### src/design/mcu_pkg.sv
/*
  Shared widths, encodings and port structs of the memory control unit.
  Indexed requests are accepted but run as unit-stride.
*/
`default_nettype none

package mcu_pkg;

  ////////////////////////////////////////////////////////////
  // Widths
  ////////////////////////////////////////////////////////////
  localparam int VLEN         = 8192;
  localparam int VL_W         = $clog2(VLEN);
  localparam int ADDR_W       = 32;
  localparam int VTYPE_W      = 3;
  localparam int WVALID_DEPTH = 3;

  // EMUL range as signed log2 and the reserved LMUL code
  localparam int                 EMUL_MAX  = 3;
  localparam int                 EMUL_MIN  = -3;
  localparam logic [VTYPE_W-1:0] LMUL_RSVD = 3'b100;

  ////////////////////////////////////////////////////////////
  // Types
  ////////////////////////////////////////////////////////////
  typedef logic [VTYPE_W-1:0] vtype_t;

  // One-hot request kind, same bit order as the scheduler fields
  typedef enum logic [2:0] {
    INDEXED = 3'b001,
    STRIDED = 3'b010,
    UNIT    = 3'b100
  } mem_kind_e;

  typedef struct packed {
    vtype_t            sew;
    vtype_t            lmul;
    vtype_t            data_width;
    logic [ADDR_W-1:0] base_addr;
    logic [ADDR_W-1:0] stride;
    mem_kind_e         kind;
    logic [VL_W-1:0]   vl;
  } mcu_req_t;

  typedef struct packed {
    vtype_t data_sew;
    vtype_t data_lmul;
  } vec_cfg_t;

  typedef struct packed {
    logic wen;
    logic ren;
    logic read_stall;
    logic cntr_rst;
  } buf_ctrl_t;

  typedef struct packed {
    logic not_empty;
    logic write_done;
    logic read_done;
  } buf_stat_t;

  typedef enum logic [2:0] {
    ST_IDLE, ST_UNIT_PREP, ST_UNIT_TX, ST_STRIDED_PREP, ST_STRIDED_TX_PREP, ST_STRIDED_TX
  } store_state_e;

  typedef enum logic [1:0] {
    LD_IDLE, LD_UNIT_PREP, LD_UNIT_TX
  } load_state_e;

endpackage : mcu_pkg

`default_nettype wire

### src/design/emul_lookup.sv
/*
  Purely combinational. Codes are signed log2 values, LMUL code 4 is reserved.
  Any result outside 1/8..8 gives code 0.
*/
`timescale 1ns/1ps
`default_nettype none

module emul_lookup (
  input  mcu_pkg::vtype_t data_width_i,
  input  mcu_pkg::vtype_t lmul_i,
  input  mcu_pkg::vtype_t sew_i,
  output mcu_pkg::vtype_t emul_o
);

  import mcu_pkg::*;

  // Two guard bits cover the full -11..10 range of the sum
  logic signed [VTYPE_W+1:0] lmul_s;
  logic signed [VTYPE_W+1:0] sum_s;
  logic                      lmul_rsvd;
  logic                      out_of_range;

  assign lmul_s = signed'({{2{lmul_i[VTYPE_W-1]}}, lmul_i});

  // EMUL = LMUL * EEW / SEW, as a sum of log2 values
  assign sum_s = lmul_s + signed'({2'b00, data_width_i}) - signed'({2'b00, sew_i});

  assign lmul_rsvd    = (lmul_i == LMUL_RSVD);
  assign out_of_range = (sum_s > EMUL_MAX) || (sum_s < EMUL_MIN);

  assign emul_o = (lmul_rsvd || out_of_range) ? '0 : sum_s[VTYPE_W-1:0];

endmodule : emul_lookup

`default_nettype wire

### src/design/load_ctrl.sv
/*
  Unit-stride loads only. The buffer fills from the AXI read stream, then
  drains to the lanes through a 3-stage valid line. Last marks the final handshake.
*/
`timescale 1ns/1ps
`default_nettype none

module load_ctrl (
  input  logic               clk,
  input  logic               rstn,
  input  logic               ld_vld_i,
  input  mcu_pkg::buf_stat_t ldbuff_stat_i,
  input  logic               rd_tvalid_i,
  input  logic               rd_tlast_i,
  input  logic               vlane_load_rdy_i,
  output logic               ld_rdy_o,
  output logic               ld_save_o,
  output logic               ld_buffered_o,
  output logic               cfg_update_o,
  output mcu_pkg::buf_ctrl_t ldbuff_ctrl_o,
  output logic               baseaddr_set_o,
  output logic               ctrl_rstart_o,
  output logic               rd_tready_o,
  output logic               vlane_load_dvalid_o,
  output logic               vlane_load_last_o
);

  import mcu_pkg::*;

  load_state_e             state_q, state_d;
  logic                    vld_q;
  logic                    start, start_q;
  logic                    rv_in;
  logic [WVALID_DEPTH-1:0] rv_q;
  logic                    only_last;

  always_ff @(posedge clk or negedge rstn) begin
    if (!rstn) begin
      state_q <= LD_IDLE;
      vld_q   <= 1'b0;
      start_q <= 1'b0;
      rv_q    <= '0;
    end else begin
      state_q <= state_d;
      vld_q   <= ld_vld_i;
      start_q <= start;
      if (!ldbuff_ctrl_o.read_stall)
        rv_q <= {rv_q[WVALID_DEPTH-2:0], rv_in};
    end
  end

  // Only the final stage full
  assign only_last = rv_q[WVALID_DEPTH-1] && (rv_q[WVALID_DEPTH-2:0] == '0);

  assign vlane_load_dvalid_o = ldbuff_stat_i.read_done ? rv_q[WVALID_DEPTH-1]
                                                       : rv_q[WVALID_DEPTH-2];
  assign vlane_load_last_o   = (state_q == LD_UNIT_TX) && only_last && vlane_load_rdy_i;
  assign ctrl_rstart_o       = start & ~start_q;

  always_comb begin
    state_d        = state_q;
    ld_rdy_o       = 1'b0;
    ld_save_o      = 1'b0;
    ld_buffered_o  = 1'b0;
    cfg_update_o   = 1'b0;
    ldbuff_ctrl_o  = '0;
    baseaddr_set_o = 1'b0;
    start          = 1'b0;
    rd_tready_o    = 1'b0;
    rv_in          = 1'b0;

    case (state_q)
      LD_IDLE: begin
        ld_rdy_o = 1'b1;
        if (vld_q) begin
          ld_rdy_o               = 1'b0;
          cfg_update_o           = 1'b1;
          ldbuff_ctrl_o.cntr_rst = 1'b1;
          state_d                = LD_UNIT_PREP;
        end else if (ld_vld_i) begin
          ld_save_o      = 1'b1;
          baseaddr_set_o = 1'b1;
        end
      end
      LD_UNIT_PREP: begin
        start             = 1'b1;
        rd_tready_o       = 1'b1;
        ldbuff_ctrl_o.wen = rd_tvalid_i;
        if (rd_tlast_i && rd_tvalid_i) begin
          rv_in             = 1'b1;
          ldbuff_ctrl_o.ren = 1'b1;
          state_d           = LD_UNIT_TX;
        end
      end
      LD_UNIT_TX: begin
        ld_buffered_o = 1'b1;
        rv_in         = ~(ldbuff_stat_i.read_done && vlane_load_rdy_i);
        ldbuff_ctrl_o.ren        = rv_in && vlane_load_rdy_i;
        ldbuff_ctrl_o.read_stall = ~vlane_load_rdy_i;
        if (vlane_load_last_o)
          state_d = LD_IDLE;
      end
      default: state_d = LD_IDLE;
    endcase
  end

endmodule : load_ctrl

`default_nettype wire

### src/design/m_cu_top.sv
/*
  Memory control unit between scheduler, vector buffers, lanes and AXI master.
  Indexed and strided loads are not supported.
*/
`timescale 1ns/1ps
`default_nettype none

module m_cu_top (
  input  logic                       clk,
  input  logic                       rstn,
  input  mcu_pkg::mcu_req_t          req_i,
  input  logic                       st_vld_i,
  input  logic                       ld_vld_i,
  // Store side
  input  logic                       vlane_store_dvalid_i,
  input  mcu_pkg::buf_stat_t         sbuff_stat_i,
  input  logic                       ctrl_wdone_i,
  input  logic                       wr_tready_i,
  output logic                       st_rdy_o,
  output logic                       store_cfg_update_o,
  output mcu_pkg::buf_ctrl_t         sbuff_ctrl_o,
  output logic                       vlane_store_rdy_o,
  output logic                       store_baseaddr_set_o,
  output logic                       store_baseaddr_update_o,
  output logic [mcu_pkg::ADDR_W-1:0] store_baseaddr_o,
  output logic                       ctrl_wstart_o,
  output logic                       wr_tvalid_o,
  // Load side
  input  mcu_pkg::buf_stat_t         ldbuff_stat_i,
  input  logic                       rd_tvalid_i,
  input  logic                       rd_tlast_i,
  input  logic                       vlane_load_rdy_i,
  output logic                       ld_rdy_o,
  output logic                       ld_buffered_o,
  output logic                       load_cfg_update_o,
  output mcu_pkg::buf_ctrl_t         ldbuff_ctrl_o,
  output logic                       load_baseaddr_set_o,
  output logic                       ctrl_rstart_o,
  output logic                       rd_tready_o,
  output logic                       vlane_load_dvalid_o,
  output logic                       vlane_load_last_o,
  // Buffer array configuration
  output logic [mcu_pkg::VL_W-1:0]   cfg_vl_o,
  output mcu_pkg::vec_cfg_t          st_cfg_o,
  output mcu_pkg::vec_cfg_t          ld_cfg_o
);

  import mcu_pkg::*;

  vtype_t    emul;
  logic      st_save;
  logic      ld_save;
  mem_kind_e st_kind;

  assign cfg_vl_o = req_i.vl;

  emul_lookup u_emul (
    .data_width_i (req_i.data_width),
    .lmul_i       (req_i.lmul),
    .sew_i        (req_i.sew),
    .emul_o       (emul)
  );

  // Load kind is not needed while only unit loads exist
  mcu_cfg_regs u_cfg (
    .clk       (clk),
    .rstn      (rstn),
    .req_i     (req_i),
    .emul_i    (emul),
    .st_save_i (st_save),
    .ld_save_i (ld_save),
    .st_kind_o (st_kind),
    .ld_kind_o (),
    .st_cfg_o  (st_cfg_o),
    .ld_cfg_o  (ld_cfg_o)
  );

  store_ctrl u_store (
    .clk                  (clk),
    .rstn                 (rstn),
    .st_vld_i             (st_vld_i),
    .kind_i               (st_kind),
    .base_addr_i          (req_i.base_addr),
    .vlane_store_dvalid_i (vlane_store_dvalid_i),
    .sbuff_stat_i         (sbuff_stat_i),
    .ctrl_wdone_i         (ctrl_wdone_i),
    .wr_tready_i          (wr_tready_i),
    .st_rdy_o             (st_rdy_o),
    .st_save_o            (st_save),
    .cfg_update_o         (store_cfg_update_o),
    .sbuff_ctrl_o         (sbuff_ctrl_o),
    .vlane_store_rdy_o    (vlane_store_rdy_o),
    .baseaddr_set_o       (store_baseaddr_set_o),
    .baseaddr_update_o    (store_baseaddr_update_o),
    .baseaddr_o           (store_baseaddr_o),
    .ctrl_wstart_o        (ctrl_wstart_o),
    .wr_tvalid_o          (wr_tvalid_o)
  );

  load_ctrl u_load (
    .clk                 (clk),
    .rstn                (rstn),
    .ld_vld_i            (ld_vld_i),
    .ldbuff_stat_i       (ldbuff_stat_i),
    .rd_tvalid_i         (rd_tvalid_i),
    .rd_tlast_i          (rd_tlast_i),
    .vlane_load_rdy_i    (vlane_load_rdy_i),
    .ld_rdy_o            (ld_rdy_o),
    .ld_save_o           (ld_save),
    .ld_buffered_o       (ld_buffered_o),
    .cfg_update_o        (load_cfg_update_o),
    .ldbuff_ctrl_o       (ldbuff_ctrl_o),
    .baseaddr_set_o      (load_baseaddr_set_o),
    .ctrl_rstart_o       (ctrl_rstart_o),
    .rd_tready_o         (rd_tready_o),
    .vlane_load_dvalid_o (vlane_load_dvalid_o),
    .vlane_load_last_o   (vlane_load_last_o)
  );

endmodule : m_cu_top

`default_nettype wire

### src/design/mcu_cfg_regs.sv
/*
  One configuration set per direction, loaded on its save strobe.
  Outputs change one cycle after the strobe and hold until the next one.
*/
`timescale 1ns/1ps
`default_nettype none

module mcu_cfg_regs (
  input  logic                clk,
  input  logic                rstn,
  input  mcu_pkg::mcu_req_t   req_i,
  input  mcu_pkg::vtype_t     emul_i,
  input  logic                st_save_i,
  input  logic                ld_save_i,
  output mcu_pkg::mem_kind_e  st_kind_o,
  output mcu_pkg::mem_kind_e  ld_kind_o,
  output mcu_pkg::vec_cfg_t   st_cfg_o,
  output mcu_pkg::vec_cfg_t   ld_cfg_o
);

  import mcu_pkg::*;

  // Index 0 is the store side, index 1 the load side
  logic      save[2];
  mem_kind_e kind_q[2];
  vec_cfg_t  cfg_q[2];

  assign save[0] = st_save_i;
  assign save[1] = ld_save_i;

  for (genvar d = 0; d < 2; d++) begin : g_dir
    always_ff @(posedge clk or negedge rstn) begin
      if (!rstn) begin
        kind_q[d] <= UNIT;
        cfg_q[d]  <= '0;
      end else if (save[d]) begin
        kind_q[d]          <= req_i.kind;
        cfg_q[d].data_sew  <= req_i.data_width;
        cfg_q[d].data_lmul <= emul_i;
      end
    end
  end

  assign st_kind_o = kind_q[0];
  assign ld_kind_o = kind_q[1];
  assign st_cfg_o  = cfg_q[0];
  assign ld_cfg_o  = cfg_q[1];

endmodule : mcu_cfg_regs

`default_nettype wire

### src/design/store_ctrl.sv
/*
  Unit and strided stores. Indexed kind runs as unit-stride.
  Write data is taken from the store buffer through a 3-stage valid line.
*/
`timescale 1ns/1ps
`default_nettype none

module store_ctrl (
  input  logic                      clk,
  input  logic                      rstn,
  input  logic                      st_vld_i,
  input  mcu_pkg::mem_kind_e        kind_i,
  input  logic [mcu_pkg::ADDR_W-1:0] base_addr_i,
  input  logic                      vlane_store_dvalid_i,
  input  mcu_pkg::buf_stat_t        sbuff_stat_i,
  input  logic                      ctrl_wdone_i,
  input  logic                      wr_tready_i,
  output logic                      st_rdy_o,
  output logic                      st_save_o,
  output logic                      cfg_update_o,
  output mcu_pkg::buf_ctrl_t        sbuff_ctrl_o,
  output logic                      vlane_store_rdy_o,
  output logic                      baseaddr_set_o,
  output logic                      baseaddr_update_o,
  output logic [mcu_pkg::ADDR_W-1:0] baseaddr_o,
  output logic                      ctrl_wstart_o,
  output logic                      wr_tvalid_o
);

  import mcu_pkg::*;

  store_state_e            state_q, state_d;
  logic                    vld_q;
  logic                    start, start_q;
  logic                    wv_in;
  logic [WVALID_DEPTH-1:0] wv_q;
  logic                    invalidate;
  logic                    wv_out;

  ////////////////////////////////////////////////////////////
  // Registers
  ////////////////////////////////////////////////////////////
  always_ff @(posedge clk or negedge rstn) begin
    if (!rstn) begin
      state_q <= ST_IDLE;
      vld_q   <= 1'b0;
      start_q <= 1'b0;
      wv_q    <= '0;
    end else begin
      state_q <= state_d;
      vld_q   <= st_vld_i;
      start_q <= start;
      // Line holds while the AXI side back-pressures
      if (!sbuff_ctrl_o.read_stall)
        wv_q <= {wv_q[WVALID_DEPTH-2:0], wv_in};
    end
  end

  // Buffer output register adds a stage once reading is done
  assign wv_out        = sbuff_stat_i.read_done ? wv_q[WVALID_DEPTH-1] : wv_q[WVALID_DEPTH-2];
  assign wr_tvalid_o   = invalidate ? 1'b0 : wv_out;
  assign ctrl_wstart_o = start & ~start_q;
  assign baseaddr_o    = base_addr_i;

  ////////////////////////////////////////////////////////////
  // Next state and control
  ////////////////////////////////////////////////////////////
  always_comb begin
    state_d           = state_q;
    st_rdy_o          = 1'b0;
    st_save_o         = 1'b0;
    cfg_update_o      = 1'b0;
    sbuff_ctrl_o      = '0;
    vlane_store_rdy_o = 1'b0;
    baseaddr_set_o    = 1'b0;
    baseaddr_update_o = 1'b0;
    start             = 1'b0;
    wv_in             = 1'b0;
    invalidate        = 1'b0;

    case (state_q)
      ST_IDLE: begin
        st_rdy_o = 1'b1;
        if (vld_q) begin
          st_rdy_o              = 1'b0;
          cfg_update_o          = 1'b1;
          sbuff_ctrl_o.cntr_rst = 1'b1;
          state_d = (kind_i == STRIDED) ? ST_STRIDED_PREP : ST_UNIT_PREP;
        end else if (st_vld_i) begin
          st_save_o      = 1'b1;
          baseaddr_set_o = 1'b1;
        end
      end
      ST_UNIT_PREP: begin
        vlane_store_rdy_o = 1'b1;
        sbuff_ctrl_o.wen  = vlane_store_dvalid_i;
        if (sbuff_stat_i.write_done && vlane_store_dvalid_i) begin
          // Pre-read the first word
          start            = 1'b1;
          wv_in            = 1'b1;
          sbuff_ctrl_o.ren = 1'b1;
          state_d          = ST_UNIT_TX;
        end
      end
      ST_UNIT_TX: begin
        wv_in            = ~(sbuff_stat_i.read_done && wr_tready_i);
        sbuff_ctrl_o.ren = wv_in && wr_tready_i;
        sbuff_ctrl_o.read_stall = ~wr_tready_i;
        if (ctrl_wdone_i)
          state_d = ST_IDLE;
      end
      ST_STRIDED_PREP: begin
        vlane_store_rdy_o = 1'b1;
        sbuff_ctrl_o.wen  = vlane_store_dvalid_i && !sbuff_stat_i.write_done;
        if (sbuff_stat_i.write_done) begin
          baseaddr_set_o   = 1'b1;
          sbuff_ctrl_o.ren = 1'b1;
          wv_in            = 1'b1;
          state_d          = ST_STRIDED_TX_PREP;
        end
      end
      // One element per burst, the output is hidden while re-arming
      ST_STRIDED_TX_PREP: begin
        sbuff_ctrl_o.ren = ~sbuff_stat_i.read_done;
        wv_in            = ~sbuff_stat_i.read_done;
        start            = 1'b1;
        invalidate       = 1'b1;
        state_d          = ST_STRIDED_TX;
      end
      ST_STRIDED_TX: begin
        sbuff_ctrl_o.read_stall = 1'b1;
        invalidate              = ~wr_tready_i;
        if (ctrl_wdone_i) begin
          baseaddr_update_o = 1'b1;
          if (sbuff_stat_i.read_done && (wv_q[1:0] == '0))
            state_d = ST_IDLE;
          else
            state_d = ST_STRIDED_TX_PREP;
        end
      end
      default: state_d = ST_IDLE;
    endcase
  end

endmodule : store_ctrl

`default_nettype wire

### config.mk
export PLATFORM = sky130hd
export DESIGN_NAME = m_cu_top
export DESIGN_NICKNAME = d
export VERILOG_FILES = /design/src/design/mcu_pkg.sv /design/src/design/emul_lookup.sv /design/src/design/load_ctrl.sv /design/src/design/m_cu_top.sv /design/src/design/mcu_cfg_regs.sv /design/src/design/store_ctrl.sv
export SDC_FILE = /design/constraint.sdc
export NUM_CORES = 1
export LEC_CHECK = 0
export CAP_MARGIN = 20
export CORE_UTILIZATION = 50
export CTS_BUF_LIST = sky130_fd_sc_hd__clkbuf_8 sky130_fd_sc_hd__clkbuf_16
export DETAILED_ROUTE_END_ITERATION = 12
export DONT_BUFFER_PORTS = 1
export PLACE_DENSITY = 0.76
export SETUP_SLACK_MARGIN = 0.15
export SYNTH_ARGS = -nofsm -noshare
export SYNTH_HDL_FRONTEND = slang
export SYNTH_HIERARCHICAL = 1
export SYNTH_SLANG_ARGS = --single-unit
### constraint.sdc
create_clock -name clk -period 3.5 [get_ports clk]
set_input_delay 1.05 -clock clk [delete_from_list [all_inputs] [get_ports clk]]
set_output_delay 1.05 -clock clk [all_outputs]
set_load 0.02 [all_outputs]
==> results.json <==
{
  "status": "finished, final reports clean",
  "dp_cells": 224,
  "powerDensity_nw_per_um2": 823.2,
  "std_cell_rows": 24,
  "grt_util_all_layers": 0.1658,
  "max_slew.worst_pin.slew_ns": 0.5358,
  "route.detailed.wl_per_inst_um": 16.31,
  "setup_violations": 0,
  "synth_nets": 337,
  "worst_path_max_delay_cell": "fa_1",
  "slowest_delay_ns": 0.53,
  "rsz0062_at_grt": "no",
  "maxSlewViolCount": 0,
  "grt_pass1_wl_um": 6230,
  "vias": 1308,
  "grt_max_degree": 31,
  "top_layer": "met4",
  "cts_resized": 0,
  "htree_levels": 2,
  "cts.sinks": 30,
  "wirelength_um": 3785,
  "max-cap-violations": 0,
  "via_per_inst": 5.638,
  "fin_skew_ns": 0.003689,
  "post_cts.repair.setup_buffers": 0,
  "worstSetupPathType": "in -> reg",
  "drive_gt1_frac": 0.2278,
  "cp_num_buf_inv": 2,
  "synth_area_um2": 2271,
  "rr_startpoint": "u_load/state_q[0]$_DFFE_PN0P_",
  "setup_tns_ns": 0,
  "cts_hold_buf": 0,
  "utilization": 0.4761,
  "clockBufferDepth": 2,
  "num_antenna_cells": 0,
  "critPathCaptureType": "flop",
  "syn-instance-count": 220,
  "fin_crit_sh": 0.9035,
  "gr-total-overflow": 0,
  "r2r_end": "u_cfg/ld_cfg_o[0]$_DFFE_PN0P_",
  "layout_min_cycle_time_ns": 3.162,
  "cp.arrival_ns": 3.38,
  "cts-root-buf": "clkbuf_8",
  "finalHoldViolCount": 0,
  "nFillCells": 386,
  "multi_input_area_um2": 1049,
  "critPathLaunchType": "primary input",
  "routed-wl-met3_um": 267,
  "cp_cell_sequence": "inv_1, fa_1, inv_1, fa_1, xnor2_1, o31ai_1, or4b_1, a21boi_1, mux2_4",
  "layout.cells.non_filler": 232,
  "wl_met2_um": 1766,
  "die_y_um": 69.40,
  "ioPinCount": 185,
  "first_pass_iters": 4,
  "seqCellArea_um2": 752.0,
  "detail-route-antenna-nets": 0,
  "fmax_mhz": 316.2,
  "drcViolationCount": 0,
  "max_slew_margin": 0.6428,
  "gp_congestion": 0.7895,
  "required_ns": 3.72,
  "r2r_cells": 7,
  "antenna_found_initial": 0,
  "synth_area_per_cell_um2": 10.32,
  "yosys_warnings": 6,
  "critical-path-top-delay-family": "adder cells",
  "r2r_slack_ns": 1.53,
  "leakage_uw": 0.0009746,
  "post-dp-hpwl_um": 2819,
  "nets": 296,
  "path_clk_slew_ns": 0.07,
  "initial_utilization": 0.5216,
  "cp_max_fo": 3,
  "vdd_ir_drop_max_mv": 0.3163,
  "core_um2": 4354,
  "hold_path.class": "in -> async",
  "drtIter0Drc": 37,
  "die_w_um": 69.40,
  "syn2layout_area_growth_pct": -8.705,
  "cts_made_buffers": 5,
  "grt_pass1_vias": 1312,
  "dieArea_um2": 4816,
  "met1_length_um": 1724,
  "port_buffers": 0,
  "cts_tree": "built",
  "clkLatencyLatePin_ns": 0.27
}
==> flip-flops by register name, summed over array words and instances (netlist names) <==
signal	flops
u_load/rv_q	3
u_load/start_q	1
u_store/state_q	3
u_load/state_q	2
u_store/vld_q	1
u_load/vld_q	1
u_store/wv_q	3
u_cfg/st_kind_o	3
u_cfg/st_cfg_o	6
u_store/start_q	1
u_cfg/ld_cfg_o	6
==> per-stage QoR <==
| step | power [µW] | hold slack [ns] | worst slack, ns | cell area, µm² |
|---|---|---|---|---|
| floorplan | 1403 | 0.4811 | 0.2439 | 2271 |
| global placement | 1413 | 0.4990 | 0.1212 | 1982 |
| detailed placement | 1432 | 0.4988 | 0.06048 | 1982 |
| CTS | 1727 | 0.4533 | 0.3556 | 2073 |
| global route | 1830 | 0.4391 | 0.2082 | 2073 |
| finish | 1707 | 0.4665 | 0.3378 | 2073 |
==> metal layers <==
metal / GRT usage / vias up
met1: 0.2116 / 634
li1: - / 618
met2: 0.2557 / 50
met3: 0.06977 / 6
met5: 0 / -
met4: 0.04989 / 0
==> power by group <==
group | switching, µW | internal [µW]
Clock | 128 | 156
Combinational | 344 | 344
Sequential | 242 | 493
==> worst register-to-register path: stages, from the launching register on <==
cell and delay [ns]:
dfrtp_1 0.42, inv_1 0.10, ha_1 0.18, nor2b_1 0.14, buf_4 0.17, and2_1 0.29
buf_4 0.25, mux2_4 0.32
==> cell type report <==
class / instances / area share
Timing Repair Buffer: 6 / 0.02173
Inverter: 19 / 0.03440
Clock buffer: 6 / 0.03983
Tap cell: 52 / 0.03138
Clock inverter: 2 / 0.004224
Sequential cell: 30 / 0.3627
Multi-Input combinational cell: 117 / 0.5057
==> placed cells by master, fill, tap and decap left out, types with 2 or more instances in the layout <==
cell type and count:
dfrtp_1 29, inv_1 20, mux2_4 17, nand2_1 11, ha_1 9, nor2b_1 7, clkbuf_8 6, buf_4 6
o21ai_0 6, a21oi_1 5, and2_1 5, nor2_1 4, nand2b_1 4, nand3_1 3, o31ai_1 3, fa_1 3
o22ai_1 3, o21bai_1 2, a21boi_1 2, nor4b_1 2, and3b_1 2, nor4b_2 2, nand4b_1 2, and3_1 2
==> how the worst max path moves through the flow <==
stage | start | cells past startpoint | slack [ns] | to
2_1_floorplan | req_i[81] | 9 | 0.24 | u_cfg/ld_cfg_o[0]$_DFFE_PN0P_
3_3_place_gp | req_i[81] | 9 | 0.12 | u_cfg/st_cfg_o[0]$_DFFE_PN0P_
3_5_place_dp | req_i[81] | 9 | 0.06 | u_cfg/ld_cfg_o[0]$_DFFE_PN0P_
4_1_cts | req_i[81] | 9 | 0.36 | u_cfg/ld_cfg_o[0]$_DFFE_PN0P_
5_1_grt | req_i[81] | 9 | 0.21 | u_cfg/ld_cfg_o[0]$_DFFE_PN0P_
6_report | req_i[81] | 9 | 0.34 | u_cfg/ld_cfg_o[0]$_DFFE_PN0P_
No activity file was read; power rests on OpenSTA's default activity.
